==> src/include/climate_cfg_consts.svh <==
`ifndef CLIMATE_CFG_CONSTS_SVH
`define CLIMATE_CFG_CONSTS_SVH

// Clock cycles per serial bit
`define CFG_BIT_CYCLES 16

// Data bits carried by one serial frame
`define CFG_DATA_BITS 8

// Words in one configuration sequence (four thresholds and the humidity limit)
`define CFG_WORD_COUNT 5

`endif

==> src/hdl/climate_cfg_pkg.sv <==
`default_nettype none

`include "climate_cfg_consts.svh"

package climate_cfg_pkg;

  // Codes 0 to 7 are visible on db_state
  typedef enum logic [2:0] {
    idle          = 3'd0,
    recv_temp1    = 3'd1,
    recv_temp2    = 3'd2,
    recv_temp3    = 3'd3,
    recv_temp4    = 3'd4,
    recv_humidity = 3'd5,
    error         = 3'd6,
    done          = 3'd7
  } cfg_state_t;

  typedef struct packed {
    logic [`CFG_DATA_BITS-1:0] data;
    logic                      word_ok; // Parity and stop bit both good
  } rx_word_t;

  typedef struct packed {
    logic temp1;
    logic temp2;
    logic temp3;
    logic temp4;
    logic humidity;
  } cfg_load_t;

  typedef struct packed {
    logic [`CFG_DATA_BITS-1:0] temp1;
    logic [`CFG_DATA_BITS-1:0] temp2;
    logic [`CFG_DATA_BITS-1:0] temp3;
    logic [`CFG_DATA_BITS-1:0] temp4;
    logic [`CFG_DATA_BITS-1:0] humidity_limit;
  } climate_limits_t;

endpackage

`default_nettype wire

==> src/hdl/cfg_bit_timer.sv <==
`timescale 1ns/1ps
`default_nettype none

`include "climate_cfg_consts.svh"

module cfg_bit_timer (
  input  logic       clock,
  input  logic       reset,
  input  logic       run,
  output logic       sample_tick,
  output logic [3:0] bit_index,
  output logic       frame_end
);

  localparam int unsigned cnt_w = $clog2(`CFG_BIT_CYCLES);

  logic [cnt_w-1:0] cycle_cnt;
  logic [cnt_w-1:0] cycle_last;

  // The start bit lands the tick half a bit after the edge was seen
  assign cycle_last = (bit_index == 4'd0) ? cnt_w'(`CFG_BIT_CYCLES / 2 - 2)
                                          : cnt_w'(`CFG_BIT_CYCLES - 1);

  always_ff @(posedge clock or posedge reset) begin
    if (reset) begin
      cycle_cnt   <= '0;
      bit_index   <= 4'd0;
      sample_tick <= 1'b0;
    end else if (!run) begin
      cycle_cnt   <= '0;
      bit_index   <= 4'd0;
      sample_tick <= 1'b0;
    end else begin
      sample_tick <= (cycle_cnt == cycle_last);
      if (cycle_cnt == cycle_last)
        cycle_cnt <= '0;
      else
        cycle_cnt <= cycle_cnt + 1'b1;
      if (sample_tick)
        bit_index <= bit_index + 1'b1; // Index names the bit sampled by the current tick
    end
  end

  // Start, data, parity, then stop at index 10
  assign frame_end = sample_tick && (bit_index == 4'(`CFG_DATA_BITS + 2));

  // The receiver must drop run only after the tick it reacted to
  assert property (@(posedge clock) disable iff (reset) sample_tick |-> run);

endmodule

`default_nettype wire

==> src/hdl/cfg_serial_rx.sv <==
`timescale 1ns/1ps
`default_nettype none

`include "climate_cfg_consts.svh"

module cfg_serial_rx import climate_cfg_pkg::*; (
  input  logic       clock,
  input  logic       reset,
  input  logic       serial_in,
  input  logic       sample_tick,
  input  logic [3:0] bit_index,
  input  logic       frame_end,
  output logic       timer_run,
  output rx_word_t   rx_word,
  output logic       rx_valid
);

  logic [1:0]                sync_q;
  logic                      line_q;
  logic                      line;
  logic                      start_edge;
  logic [`CFG_DATA_BITS-1:0] shift_q;
  logic                      parity_q;
  logic                      data_bit;
  logic                      parity_bit;

  assign line = sync_q[1];

  // The line idles high, so reset loads ones to avoid a false start
  always_ff @(posedge clock or posedge reset) begin
    if (reset) begin
      sync_q <= 2'b11;
      line_q <= 1'b1;
    end else begin
      sync_q <= {sync_q[0], serial_in};
      line_q <= line;
    end
  end

  assign start_edge = !timer_run && line_q && !line;

  assign data_bit   = (bit_index >= 4'd1) && (bit_index <= 4'(`CFG_DATA_BITS));
  assign parity_bit = (bit_index == 4'(`CFG_DATA_BITS + 1));

  always_ff @(posedge clock or posedge reset) begin
    if (reset) begin
      timer_run <= 1'b0;
      rx_valid  <= 1'b0;
    end else begin
      rx_valid <= 1'b0;
      if (start_edge) begin
        timer_run <= 1'b1;
      end else if (sample_tick) begin
        if (bit_index == 4'd0 && line)
          timer_run <= 1'b0; // The start bit did not hold to mid-bit
        if (frame_end) begin
          timer_run <= 1'b0;
          rx_valid  <= 1'b1;
        end
      end
    end
  end

  always_ff @(posedge clock) begin
    if (start_edge) begin
      parity_q <= 1'b0;
    end else if (sample_tick && (data_bit || parity_bit)) begin
      parity_q <= parity_q ^ line; // Even parity leaves this at zero
      if (data_bit)
        shift_q <= {line, shift_q[`CFG_DATA_BITS-1:1]}; // LSB arrives first
    end
    if (frame_end) begin
      rx_word.data    <= shift_q;
      rx_word.word_ok <= !parity_q && line;
    end
  end

  // Frames are at least eleven bits long, so words never come back to back
  assert property (@(posedge clock) disable iff (reset) rx_valid |=> !rx_valid);

endmodule

`default_nettype wire

==> src/hdl/config_manager_ctrl.sv <==
`timescale 1ns/1ps
`default_nettype none

module config_manager_ctrl import climate_cfg_pkg::*; (
  input  logic       clock,
  input  logic       reset,
  input  logic       config_request,
  input  rx_word_t   rx_word,
  input  logic       rx_valid,
  output cfg_load_t  load,
  output logic       commit,
  output logic       config_done,
  output logic       config_error,
  output cfg_state_t db_state
);

  cfg_state_t state;
  cfg_state_t state_next;

  always_ff @(posedge clock or posedge reset) begin
    if (reset)
      state <= idle;
    else
      state <= state_next;
  end

  always_comb begin
    state_next = state;
    if (config_request && state != done) begin
      // A new request also restarts a sequence the host abandoned
      state_next = recv_temp1;
    end else begin
      case (state)
        recv_temp1: begin
          if (rx_valid)
            state_next = rx_word.word_ok ? recv_temp2 : error;
        end
        recv_temp2: begin
          if (rx_valid)
            state_next = rx_word.word_ok ? recv_temp3 : error;
        end
        recv_temp3: begin
          if (rx_valid)
            state_next = rx_word.word_ok ? recv_temp4 : error;
        end
        recv_temp4: begin
          if (rx_valid)
            state_next = rx_word.word_ok ? recv_humidity : error;
        end
        recv_humidity: begin
          if (rx_valid)
            state_next = rx_word.word_ok ? done : error;
        end
        done:    state_next = idle;
        idle:    state_next = idle;
        error:   state_next = error; // Held until the host asks again
        default: state_next = idle;
      endcase
    end
  end

  always_comb begin
    load = '0;
    if (rx_valid && rx_word.word_ok) begin
      case (state)
        recv_temp1:    load.temp1    = 1'b1;
        recv_temp2:    load.temp2    = 1'b1;
        recv_temp3:    load.temp3    = 1'b1;
        recv_temp4:    load.temp4    = 1'b1;
        recv_humidity: load.humidity = 1'b1;
        default:       load          = '0;
      endcase
    end
  end

  assign commit       = (state == done);
  assign config_done  = (state == done); // Lasts exactly one cycle
  assign config_error = (state == error);
  assign db_state     = state;

  // Commit only ever follows the load of a good humidity word
  assert property (@(posedge clock) disable iff (reset) commit |-> $past(load.humidity));

endmodule

`default_nettype wire

==> src/hdl/cfg_limit_regs.sv <==
`timescale 1ns/1ps
`default_nettype none

`include "climate_cfg_consts.svh"

module cfg_limit_regs import climate_cfg_pkg::*; (
  input  logic            clock,
  input  logic            reset,
  input  rx_word_t        rx_word,
  input  cfg_load_t       load,
  input  logic            commit,
  output climate_limits_t limits
);

  logic [`CFG_DATA_BITS-1:0]  stage [`CFG_WORD_COUNT];
  logic [`CFG_WORD_COUNT-1:0] load_bits;

  // Strobe for temp1 sits in the top bit, humidity in bit 0
  assign load_bits = load;

  always_ff @(posedge clock) begin
    for (int i = 0; i < `CFG_WORD_COUNT; i++) begin
      if (load_bits[`CFG_WORD_COUNT-1-i])
        stage[i] <= rx_word.data;
    end
  end

  // Published values move only when the whole sequence was good
  always_ff @(posedge clock or posedge reset) begin
    if (reset) begin
      limits <= '0;
    end else if (commit) begin
      limits.temp1          <= stage[0];
      limits.temp2          <= stage[1];
      limits.temp3          <= stage[2];
      limits.temp4          <= stage[3];
      limits.humidity_limit <= stage[4];
    end
  end

endmodule

`default_nettype wire

==> src/hdl/climate_config_top.sv <==
`timescale 1ns/1ps
`default_nettype none

module climate_config_top import climate_cfg_pkg::*; (
  input  logic            clock,
  input  logic            reset,
  input  logic            config_request,
  input  logic            serial_in,
  output climate_limits_t limits,
  output logic            config_done,
  output logic            config_error,
  output cfg_state_t      db_state
);

  logic       timer_run;
  logic       sample_tick;
  logic [3:0] bit_index;
  logic       frame_end;
  rx_word_t   rx_word;
  logic       rx_valid;
  cfg_load_t  load;
  logic       commit;

  cfg_bit_timer bit_timer_i (
    .clock       (clock),
    .reset       (reset),
    .run         (timer_run),
    .sample_tick (sample_tick),
    .bit_index   (bit_index),
    .frame_end   (frame_end)
  );

  cfg_serial_rx serial_rx_i (
    .clock       (clock),
    .reset       (reset),
    .serial_in   (serial_in),
    .sample_tick (sample_tick),
    .bit_index   (bit_index),
    .frame_end   (frame_end),
    .timer_run   (timer_run),
    .rx_word     (rx_word),
    .rx_valid    (rx_valid)
  );

  // Words arriving outside a receive state are dropped here
  config_manager_ctrl manager_ctrl_i (
    .clock          (clock),
    .reset          (reset),
    .config_request (config_request),
    .rx_word        (rx_word),
    .rx_valid       (rx_valid),
    .load           (load),
    .commit         (commit),
    .config_done    (config_done),
    .config_error   (config_error),
    .db_state       (db_state)
  );

  cfg_limit_regs limit_regs_i (
    .clock   (clock),
    .reset   (reset),
    .rx_word (rx_word),
    .load    (load),
    .commit  (commit),
    .limits  (limits)
  );

endmodule

`default_nettype wire

==> config.mk <==
export PLATFORM = sky130hd
export DESIGN_NAME = climate_config_top
export DESIGN_NICKNAME = d
export VERILOG_FILES = /design/src/hdl/climate_cfg_pkg.sv /design/src/hdl/cfg_bit_timer.sv /design/src/hdl/cfg_serial_rx.sv /design/src/hdl/config_manager_ctrl.sv /design/src/hdl/cfg_limit_regs.sv /design/src/hdl/climate_config_top.sv
export VERILOG_INCLUDE_DIRS = /design/src /design/src/include
export SDC_FILE = /design/constraint.sdc
export NUM_CORES = 1
export LEC_CHECK = 0
export ABC_AREA = 1
export BUFFER_PORTS_ARGS = -buffer_cell sky130_fd_sc_hd__clkbuf_2
export CORE_ASPECT_RATIO = 1.1
export CORE_MARGIN = 3
export CORE_UTILIZATION = 61
export CTS_CLUSTER_DIAMETER = 120
export DETAILED_ROUTE_END_ITERATION = 8
export GPL_ROUTABILITY_DRIVEN = 0
export PLACE_DENSITY = 0.83
export SYNTH_ARGS = -nofsm -noshare
export SYNTH_HDL_FRONTEND = slang
export SYNTH_SLANG_ARGS = --single-unit
==> constraint.sdc <==
create_clock -name clock -period 6.5 [get_ports clock]
set_clock_uncertainty 0.2 [all_clocks]
set_input_delay 1.625 -clock clock [delete_from_list [all_inputs] [get_ports clock]]
set_output_delay 1.625 -clock clock [all_outputs]
set_load 0.005 [all_outputs]
==> qor.csv, run 1 <==
stage,metric,value,unit
critical_path,setup.reg_to_reg.worst_slack,4190,ps
power_and_ir_drop,relative_contribution_of_the_clock_network_to_total_power,0.496,
critical_path,largest_incremental_delay_on_the_critical_path,500,ps
critical_path,worst_setup_path_end_kind,primary output,
logic_synthesis,postSynth.asyncResetShare,0.496,
critical_path,reg2reg_to,serial_rx_i.shift_q[1],
power_and_ir_drop,p_int,1440,µW
cts,clk_latency,510,ps
detailed_routing,routed_wl,8.06,mm
cts,clock_path_buffers,2,
critical_path,worstPathArrival,2130,ps
placed_design,io_buffers,48,
power_and_ir_drop,pwr-share-comb,0.057,
logic_synthesis,synth_cell_type_count,28,
logic_synthesis,synth_edf_count,57,
cts,postCtsSetupRepairBufs,0,
run,cap_violations,0,
logic_synthesis,synth.top_cell.area_share,0.406,
cells_and_area,final_layout_size_suffix_gt1_frac,0.216,
critical_path,critPathLaunchType,register,
min_path,holdPathEnd,serial_rx_i.sync_q[1],
sta,period_utilisation_layout,0.608,
detailed_routing,drt-wirelength-per-cell,16.1,µm
cells_and_area,fin_nets,414,
die,chipWidth,85.2,µm
detailed_routing,number_of_design_rule_violations_left_by_the_first_detailed_router_iteration,234,
min_path,worst_hold_path_type,reg2reg,
critical_path,timing.critical_path.max_delay_family,buffers and inverters,
power_and_ir_drop,netSwitchingFraction,0.216,
power_and_ir_drop,total_switching_power,395,µW
logic_synthesis,syn-instance-count,345,
logic_synthesis,synth_area_per_cell,12.2,µm²
cts,cts_resized,0,
sta,worstMarginPinSlew,1180,ps
grt,grt_start_max_net_pins,58,
cells_and_area,antenna_cells,0,
power_and_ir_drop,power.share.sequential,0.447,
die,num_io_pins,49,
power_and_ir_drop,cellPowerDensity,361,nW/µm²
die,fp.dieArea,7940,µm²
logic_synthesis,synth.ff_latch_count,115,
detailed_routing,via_count,2639,
die,core_region_area,6630,µm²
detailed_routing,dr.pass1.iters,5,
cells_and_area,syn_to_final_growth,20.6,%
sta,max-slew-margin-rel,0.207,
power_and_ir_drop,static-leakage-power,0.00244,µW
logic_synthesis,synth_largest_area_cell,sky130_fd_sc_hd__edfxtp_1,
grt,global_route_wire_length_before_repair,13.3,mm
power_and_ir_drop,vdd.ir_drop.worst,262,µV
detailed_routing,antenna_left,0,
min_path,worst_hold_startpoint,serial_rx_i.sync_q[0],
sta,maxSlewViolCount,0,
cells_and_area,final_cell_area,5080,µm²
die,die_h,93.1,µm
critical_path,crit_path_cell_trace,"nand2_2, inv_2, nand2_4, inv_4, clkbuf_2",
die,initial_core_util,0.635,
sta,finalWorstPathRequiredPeriod,3950,ps
logic_synthesis,ys_warns,0,
cts,htree_num_levels,4,
cts,cts-hold-fix-buffers,0,
sta,timing.final.hold_violations,0,
critical_path,crit-reg2reg-launch,bit_timer_i.bit_index[1],
detailed_routing,avgViaCountPerCell,5.29,
cts,clock_sinks,115,
grt,global_route.overflow_total,0,
placed_design,dpl.hpwl,4.87,mm
logic_synthesis,yosysSeqAreaShare,0.751,
critical_path,cp_num_buf_inv,3,
critical_path,worst_path_max_delay_cell,sky130_fd_sc_hd__dfrtp_1,
critical_path,path_class,reg2out,
sta,report.final.setup_viol,0,
cts,tritoncts,built,
cts,clk_root_buffer_cell,sky130_fd_sc_hd__clkbuf_8,
detailed_routing,drc_errors,0,
critical_path,timing.critical_path.fanout_max,43,
die,floorplan.rows,31,
grt,grt.total_usage,0.228,
critical_path,worst-endpoint-required,4680,ps
placed_design,placement.cell_area,4490,µm²
sta,rsz0062_at_grt,no,
logic_synthesis,synth_area_leaders,"sky130_fd_sc_hd__edfxtp_1, sky130_fd_sc_hd__dfrtp_1, sky130_fd_sc_hd__nand2_1",
logic_synthesis,ys.flop_type,sky130_fd_sc_hd__edfxtp_1,
critical_path,worstRegToRegCells,6,
grt,grt_antenna_before_repair,0,
cells_and_area,fillCellCount,389,
logic_synthesis,syn_area,4210,µm²
cells_and_area,regArea,3160,µm²
cells_and_area,multi_input_comb_area,885,µm²
cts,clk_pin_slew,50,ps
grt,first_global_vias,2711,
run_status,outcome,finished clean,
cts,tritoncts.num_buffers,17,
sta,fmax,253,MHz
logic_synthesis,mappedNetlistNets,355,
min_path,min_path_cells,0,
sta,timing.setup.tns,0,ps
## area by class of cell
class / instances / area share
well taps: 82 / 0.0202
clock buffers: 22 / 0.0912
inverters: 21 / 0.0160
flip-flops and latches: 115 / 0.623
repair buffers: 50 / 0.0503
multi-input cells: 199 / 0.174
clock inverters: 10 / 0.0254
## sequential cells by signal, summed over array words and instances (netlist names)
| name | flops |
|---|---|
| limit_regs_i.stage | 40 |
| limits | 40 |
| serial_rx_i.rx_word | 9 |
| serial_rx_i.shift_q | 8 |
| bit_timer_i.bit_index | 4 |
| bit_timer_i.cycle_cnt | 4 |
| manager_ctrl_i.db_state | 3 |
| serial_rx_i.sync_q | 2 |
| bit_timer_i.sample_tick | 1 |
| serial_rx_i.line_q | 1 |
| serial_rx_i.parity_q | 1 |
| serial_rx_i.rx_valid | 1 |
| serial_rx_i.timer_run | 1 |
## how the worst max path moves through the flow
| stage | from | end | slack (ps) | cells after the start |
|---|---|---|---|---|
| 2_1_floorplan | reset | bit_timer_i.bit_index[0] | 3280 | 1 |
| 3_5_place_dp | manager_ctrl_i.db_state[1] | config_done | 3100 | 5 |
| 4_1_cts | manager_ctrl_i.db_state[1] | config_done | 2530 | 5 |
| 5_1_grt | manager_ctrl_i.db_state[1] | config_done | 2390 | 5 |
| 6_report | manager_ctrl_i.db_state[1] | config_done | 2550 | 5 |
| 3_3_place_gp | manager_ctrl_i.db_state[1] | config_done | 3200 | 5 |
## metrics by stage
stage / setup WS (ps) / hold slack, ps / total power [µW] / util / cells
after detailed placement: 3100 / 151 / 933 / 0.676 / 467
after CTS: 2530 / 159 / 1850 / 0.766 / 499
after floorplan: 3280 / 145 / 904 / - / 345
after global routing: 2390 / 163 / 1900 / 0.766 / 499
after global placement: 3200 / 147 / 924 / 0.676 / 467
final: 2550 / 155 / 1830 / 0.766 / 499
## metal layers
| metal | vias to the layer above | global-route usage | part of all wire | routed length [µm] |
|---|---|---|---|---|
| met4 | 0 | 0.109 | 0.023 | 182 |
| met5 | - | 0 | 0 | 0 |
| met2 | 95 | 0.383 | 0.52 | 4200 |
| li1 | 1249 | - | - | - |
| met1 | 1275 | 0.258 | 0.40 | 3210 |
| met3 | 20 | 0.0837 | 0.059 | 474 |
## cells in the mapped netlist (2+ instances only)
| cell | n |
|---|---|
| sky130_fd_sc_hd__edfxtp_1 | 57 |
| sky130_fd_sc_hd__nor4_1 | 2 |
| sky130_fd_sc_hd__dfrtp_1 | 54 |
| sky130_fd_sc_hd__nand4_1 | 3 |
| sky130_fd_sc_hd__buf_6 | 5 |
| sky130_fd_sc_hd__nand3_1 | 4 |
| sky130_fd_sc_hd__nand2_1 | 143 |
| sky130_fd_sc_hd__a21oi_1 | 6 |
| sky130_fd_sc_hd__o21ai_0 | 7 |
| sky130_fd_sc_hd__inv_1 | 19 |
| sky130_fd_sc_hd__dfstp_2 | 3 |
| sky130_fd_sc_hd__nor2_1 | 12 |
| sky130_fd_sc_hd__nand2_2 | 3 |
| sky130_fd_sc_hd__nor3_1 | 5 |
| sky130_fd_sc_hd__ha_1 | 6 |
| sky130_fd_sc_hd__buf_2 | 4 |
## power by group through the flow
stage / sequential (µW) / clock [µW] / combinational, µW
floorplan: 821 / 0 / 82.7
detailed placement: 830 / 0 / 102
CTS: 818 / 922 / 108
global route: 822 / 958 / 123
global placement: 828 / 0 / 96.0
finish: 819 / 910 / 105
## placed cells by master, fill, tap and decap left out, types with 2 or more instances in the layout
cell and count:
sky130_fd_sc_hd__clkbuf_1 2, sky130_fd_sc_hd__nand4_1 3, sky130_fd_sc_hd__clkinv_2 3, sky130_fd_sc_hd__nor4_1 2, sky130_fd_sc_hd__inv_1 18, sky130_fd_sc_hd__clkbuf_2 48
sky130_fd_sc_hd__nor3_1 5, sky130_fd_sc_hd__o21ai_0 7, sky130_fd_sc_hd__inv_2 2, sky130_fd_sc_hd__nor2_1 12, sky130_fd_sc_hd__ha_1 6, sky130_fd_sc_hd__dfstp_2 3
sky130_fd_sc_hd__bufinv_16 3, sky130_fd_sc_hd__buf_4 2, sky130_fd_sc_hd__dfrtp_1 54, sky130_fd_sc_hd__nand2_1 143, sky130_fd_sc_hd__nand3_1 4, sky130_fd_sc_hd__a21oi_1 6
sky130_fd_sc_hd__clkbuf_8 4, sky130_fd_sc_hd__clkbuf_16 16, sky130_fd_sc_hd__edfxtp_1 57, sky130_fd_sc_hd__nand2_2 3, sky130_fd_sc_hd__clkinv_1 2
## kinds of logic after synthesis
family | share of synthesized area
buffers and inverters | 0.0392
XOR/XNOR | 0.00208
adder cells (fa/ha/maj) | 0.0178
AND/OR/NAND/NOR | 0.166
flip-flops | 0.751
AO/OA/AOI/OAI | 0.0244
Note: power is estimated with default switching activity, not from simulation.
==> run 2, diff against run 1 <==
Settings changed: CORE_UTILIZATION 61 to 57, PLACE_DENSITY 0.83 to 0.78.
Clock period 6.5 ns to 4.1 ns, I/O delays scaled along.
==> run 2 against run 1 <==
Net effect: sequential cell count stayed put; non-clock buffer count stayed put; first-iteration DRC count is 41% lower; sequential power is 58% higher; hold slack better by 4.3 ps; die area is 6.5% higher; global-route usage is 2.5 points lower; combinational power is 54% higher; utilization is 5.5 points lower; power is 50% higher; sequential share of layout area is 0.56 points higher; largest cell class unchanged.
==> qor.csv, run 2 (same netlist as run 1, synthesis figures left out) <==
stage,metric,value,unit,change
run_status,outcome,finished clean,,
run,cap_violations,0,,unchanged
critical_path,worst-endpoint-required,2870,ps,-1810 ps
critical_path,largest_incremental_delay_on_the_critical_path,480,ps,-20 ps
critical_path,worstPathArrival,2060,ps,-70 ps
power_and_ir_drop,relative_contribution_of_the_clock_network_to_total_power,0.471,,-0.025
placed_design,dpl.hpwl,4.78,mm,-1.8%
power_and_ir_drop,netSwitchingFraction,0.217,,+0.000994
min_path,worst_hold_path_type,reg2reg,,
grt,first_global_vias,2628,,-3.1%
detailed_routing,number_of_design_rule_violations_left_by_the_first_detailed_router_iteration,137,,-41%
power_and_ir_drop,vdd.ir_drop.worst,446,µV,+71%
min_path,min_path_cells,0,,unchanged
cells_and_area,multi_input_comb_area,885,µm²,unchanged
cells_and_area,final_cell_area,5030,µm²,-0.89%
critical_path,worst_path_max_delay_cell,sky130_fd_sc_hd__dfrtp_1,,
cells_and_area,mostFrequentLayoutCell,sky130_fd_sc_hd__nand2_1,,
power_and_ir_drop,cellPowerDensity,548,nW/µm²,+52%
grt,grt.total_usage,0.204,,-0.0246
grt,grt_start_max_net_pins,58,,unchanged
cts,clock_sinks,115,,unchanged
sta,report.final.setup_viol,0,,unchanged
cts,tritoncts,built,,
detailed_routing,routed_wl,7.65,mm,-5.1%
sta,period_utilisation_layout,0.800,,
sta,worstMarginPinSlew,1190,ps,+10.6 ps
grt,global_route_wire_length_before_repair,12.4,mm,-6.8%
power_and_ir_drop,pwr-share-comb,0.059,,+0.002
critical_path,crit_path_cell_trace,"nand2_2, inv_2, nand2_4, inv_4, clkbuf_2",,
cts,cts_resized,0,,unchanged
critical_path,worstRegToRegCells,6,,unchanged
detailed_routing,dr.pass1.iters,4,,-1
power_and_ir_drop,power.share.sequential,0.470,,+0.023
cells_and_area,most_frequent_cells_in_the_layout,"sky130_fd_sc_hd__nand2_1, sky130_fd_sc_hd__edfxtp_1, sky130_fd_sc_hd__dfrtp_1, sky130_fd_sc_hd__clkbuf_2, sky130_fd_sc_hd__inv_1",,
detailed_routing,antenna_left,0,,unchanged
critical_path,path_class,reg2out,,
die,core_region_area,7090,µm²,+6.8%
placed_design,placement.cell_area,4490,µm²,about the same
critical_path,worst_setup_path_end_kind,primary output,,
placed_design,preCtsSetupSlack,1350,ps,-1750 ps
cells_and_area,regArea,3160,µm²,unchanged
detailed_routing,avgViaCountPerCell,5.20,,-1.6%
sta,max-slew-margin-rel,0.205,,-0.00220
cells_and_area,utilization,0.710,,-0.0554
sta,final.setup.worst_slack,820,ps,-1730 ps
die,chipWidth,88.0,µm,+3.2%
cells_and_area,antenna_cells,0,,unchanged
cts,htree_num_levels,4,,unchanged
detailed_routing,drc_errors,0,,unchanged
power_and_ir_drop,p_int,2160,µW,+50%
detailed_routing,via_count,2606,,-1.3%
cells_and_area,largest_registers,"limit_regs_i.stage: 40 flops, limits: 40 flops, serial_rx_i.rx_word: 9 flops",,
cells_and_area,fin_nets,414,,unchanged
power_and_ir_drop,total_switching_power,597,µW,+51%
grt,global_route.overflow_total,0,,unchanged
detailed_routing,drt-wirelength-per-cell,15.3,µm,-5.5%
sta,timing.final.hold_violations,0,,unchanged
cts,clk_root_buffer_cell,sky130_fd_sc_hd__clkbuf_8,,
cts,clock_path_buffers,2,,unchanged
cts,clk_pin_slew,50,ps,about the same
critical_path,critPathLaunchType,register,,
critical_path,timing.critical_path.fanout_max,43,,unchanged
die,initial_core_util,0.594,,-0.0407
die,die_h,96.2,µm,+3.2%
sta,fmax,305,MHz,
sta,finalWorstPathRequiredPeriod,3280,ps,
sta,timing.setup.tns,0,ps,unchanged
die,num_io_pins,49,,unchanged
sta,maxSlewViolCount,0,,unchanged
sta,rsz0062_at_grt,no,,
cells_and_area,fillCellCount,477,,+23%
cts,postCtsSetupRepairBufs,0,,unchanged
cells_and_area,final_layout_size_suffix_gt1_frac,0.214,,-0.00189
cells_and_area,syn_to_final_growth,19.5,%,
cts,cts-hold-fix-buffers,0,,unchanged
grt,grt_antenna_before_repair,0,,unchanged
die,floorplan.rows,32,,+3.2%
die,fp.dieArea,8460,µm²,+6.5%
cts,clk_latency,510,ps,about the same
placed_design,io_buffers,48,,unchanged
power_and_ir_drop,static-leakage-power,0.00242,µW,-0.92%
cts,tritoncts.num_buffers,17,,unchanged
-- run 2: critical path: cells and delay by family (launching register included) --
kind | cells | cell delay (ps)
buffers and inverters | 3 | 700
DFF | 1 | 480
and+or+nand+nor | 2 | 360
-- run 2: final cells by class --
| cell class | instances | share of cell area |
|---|---|---|
| multi-input combinational | 199 | 0.176 |
| inverter | 21 | 0.0162 |
| sequential | 115 | 0.628 |
| clock inverter | 4 | 0.00423 |
| timing repair buffer | 50 | 0.0507 |
| tap | 85 | 0.0211 |
| clock buffer | 27 | 0.104 |
-- run 2: through the flow --
| stage | std cells | total power [µW] | hold WS [ps] |
|---|---|---|---|
| 6_report | 501 | 2760 | 160 |
| 5_1_grt | 501 | 2880 | 165 |
| 4_1_cts | 501 | 2780 | 162 |
| 3_5_place_dp | 470 | 1480 | 149 |
| 3_3_place_gp | 470 | 1470 | 150 |
| 2_1_floorplan | 345 | 1430 | 145 |
-- run 2: path summary, 6_finish.rpt --
kind	endpoint	start	slack, ps
worst max-delay path	config_done	manager_ctrl_i.db_state[1]	820
worst min-delay path	serial_rx_i.sync_q[1]	serial_rx_i.sync_q[0]	160
worst max register to register	serial_rx_i.shift_q[5]	bit_timer_i.bit_index[1]	1770
worst min register to register	serial_rx_i.sync_q[1]	serial_rx_i.sync_q[0]	160
max in group asynchronous	limits[19]	reset	2340
min in group asynchronous	limits[0]	reset	630
-- run 2: power by group through the flow --
stage               Sequential [µW]  Clock (µW)  Combinational (µW)
floorplan                      1300           0                 131
global placement               1310           0                 154
detailed placement             1310           0                 165
CTS                            1290        1320                 165
global route                   1300        1380                 191
finish                         1290        1300                 162
-- run 2: routing by layer --
metal  global-route usage  vias up  wire, µm  share of wire
met3               0.0848       17       406          0.053
met5                    0        -         0              0
met2                0.333       82      4020           0.53
met4                0.104        0       204          0.027
met1                0.228     1257      3020           0.39
li1                     -     1250         -              -
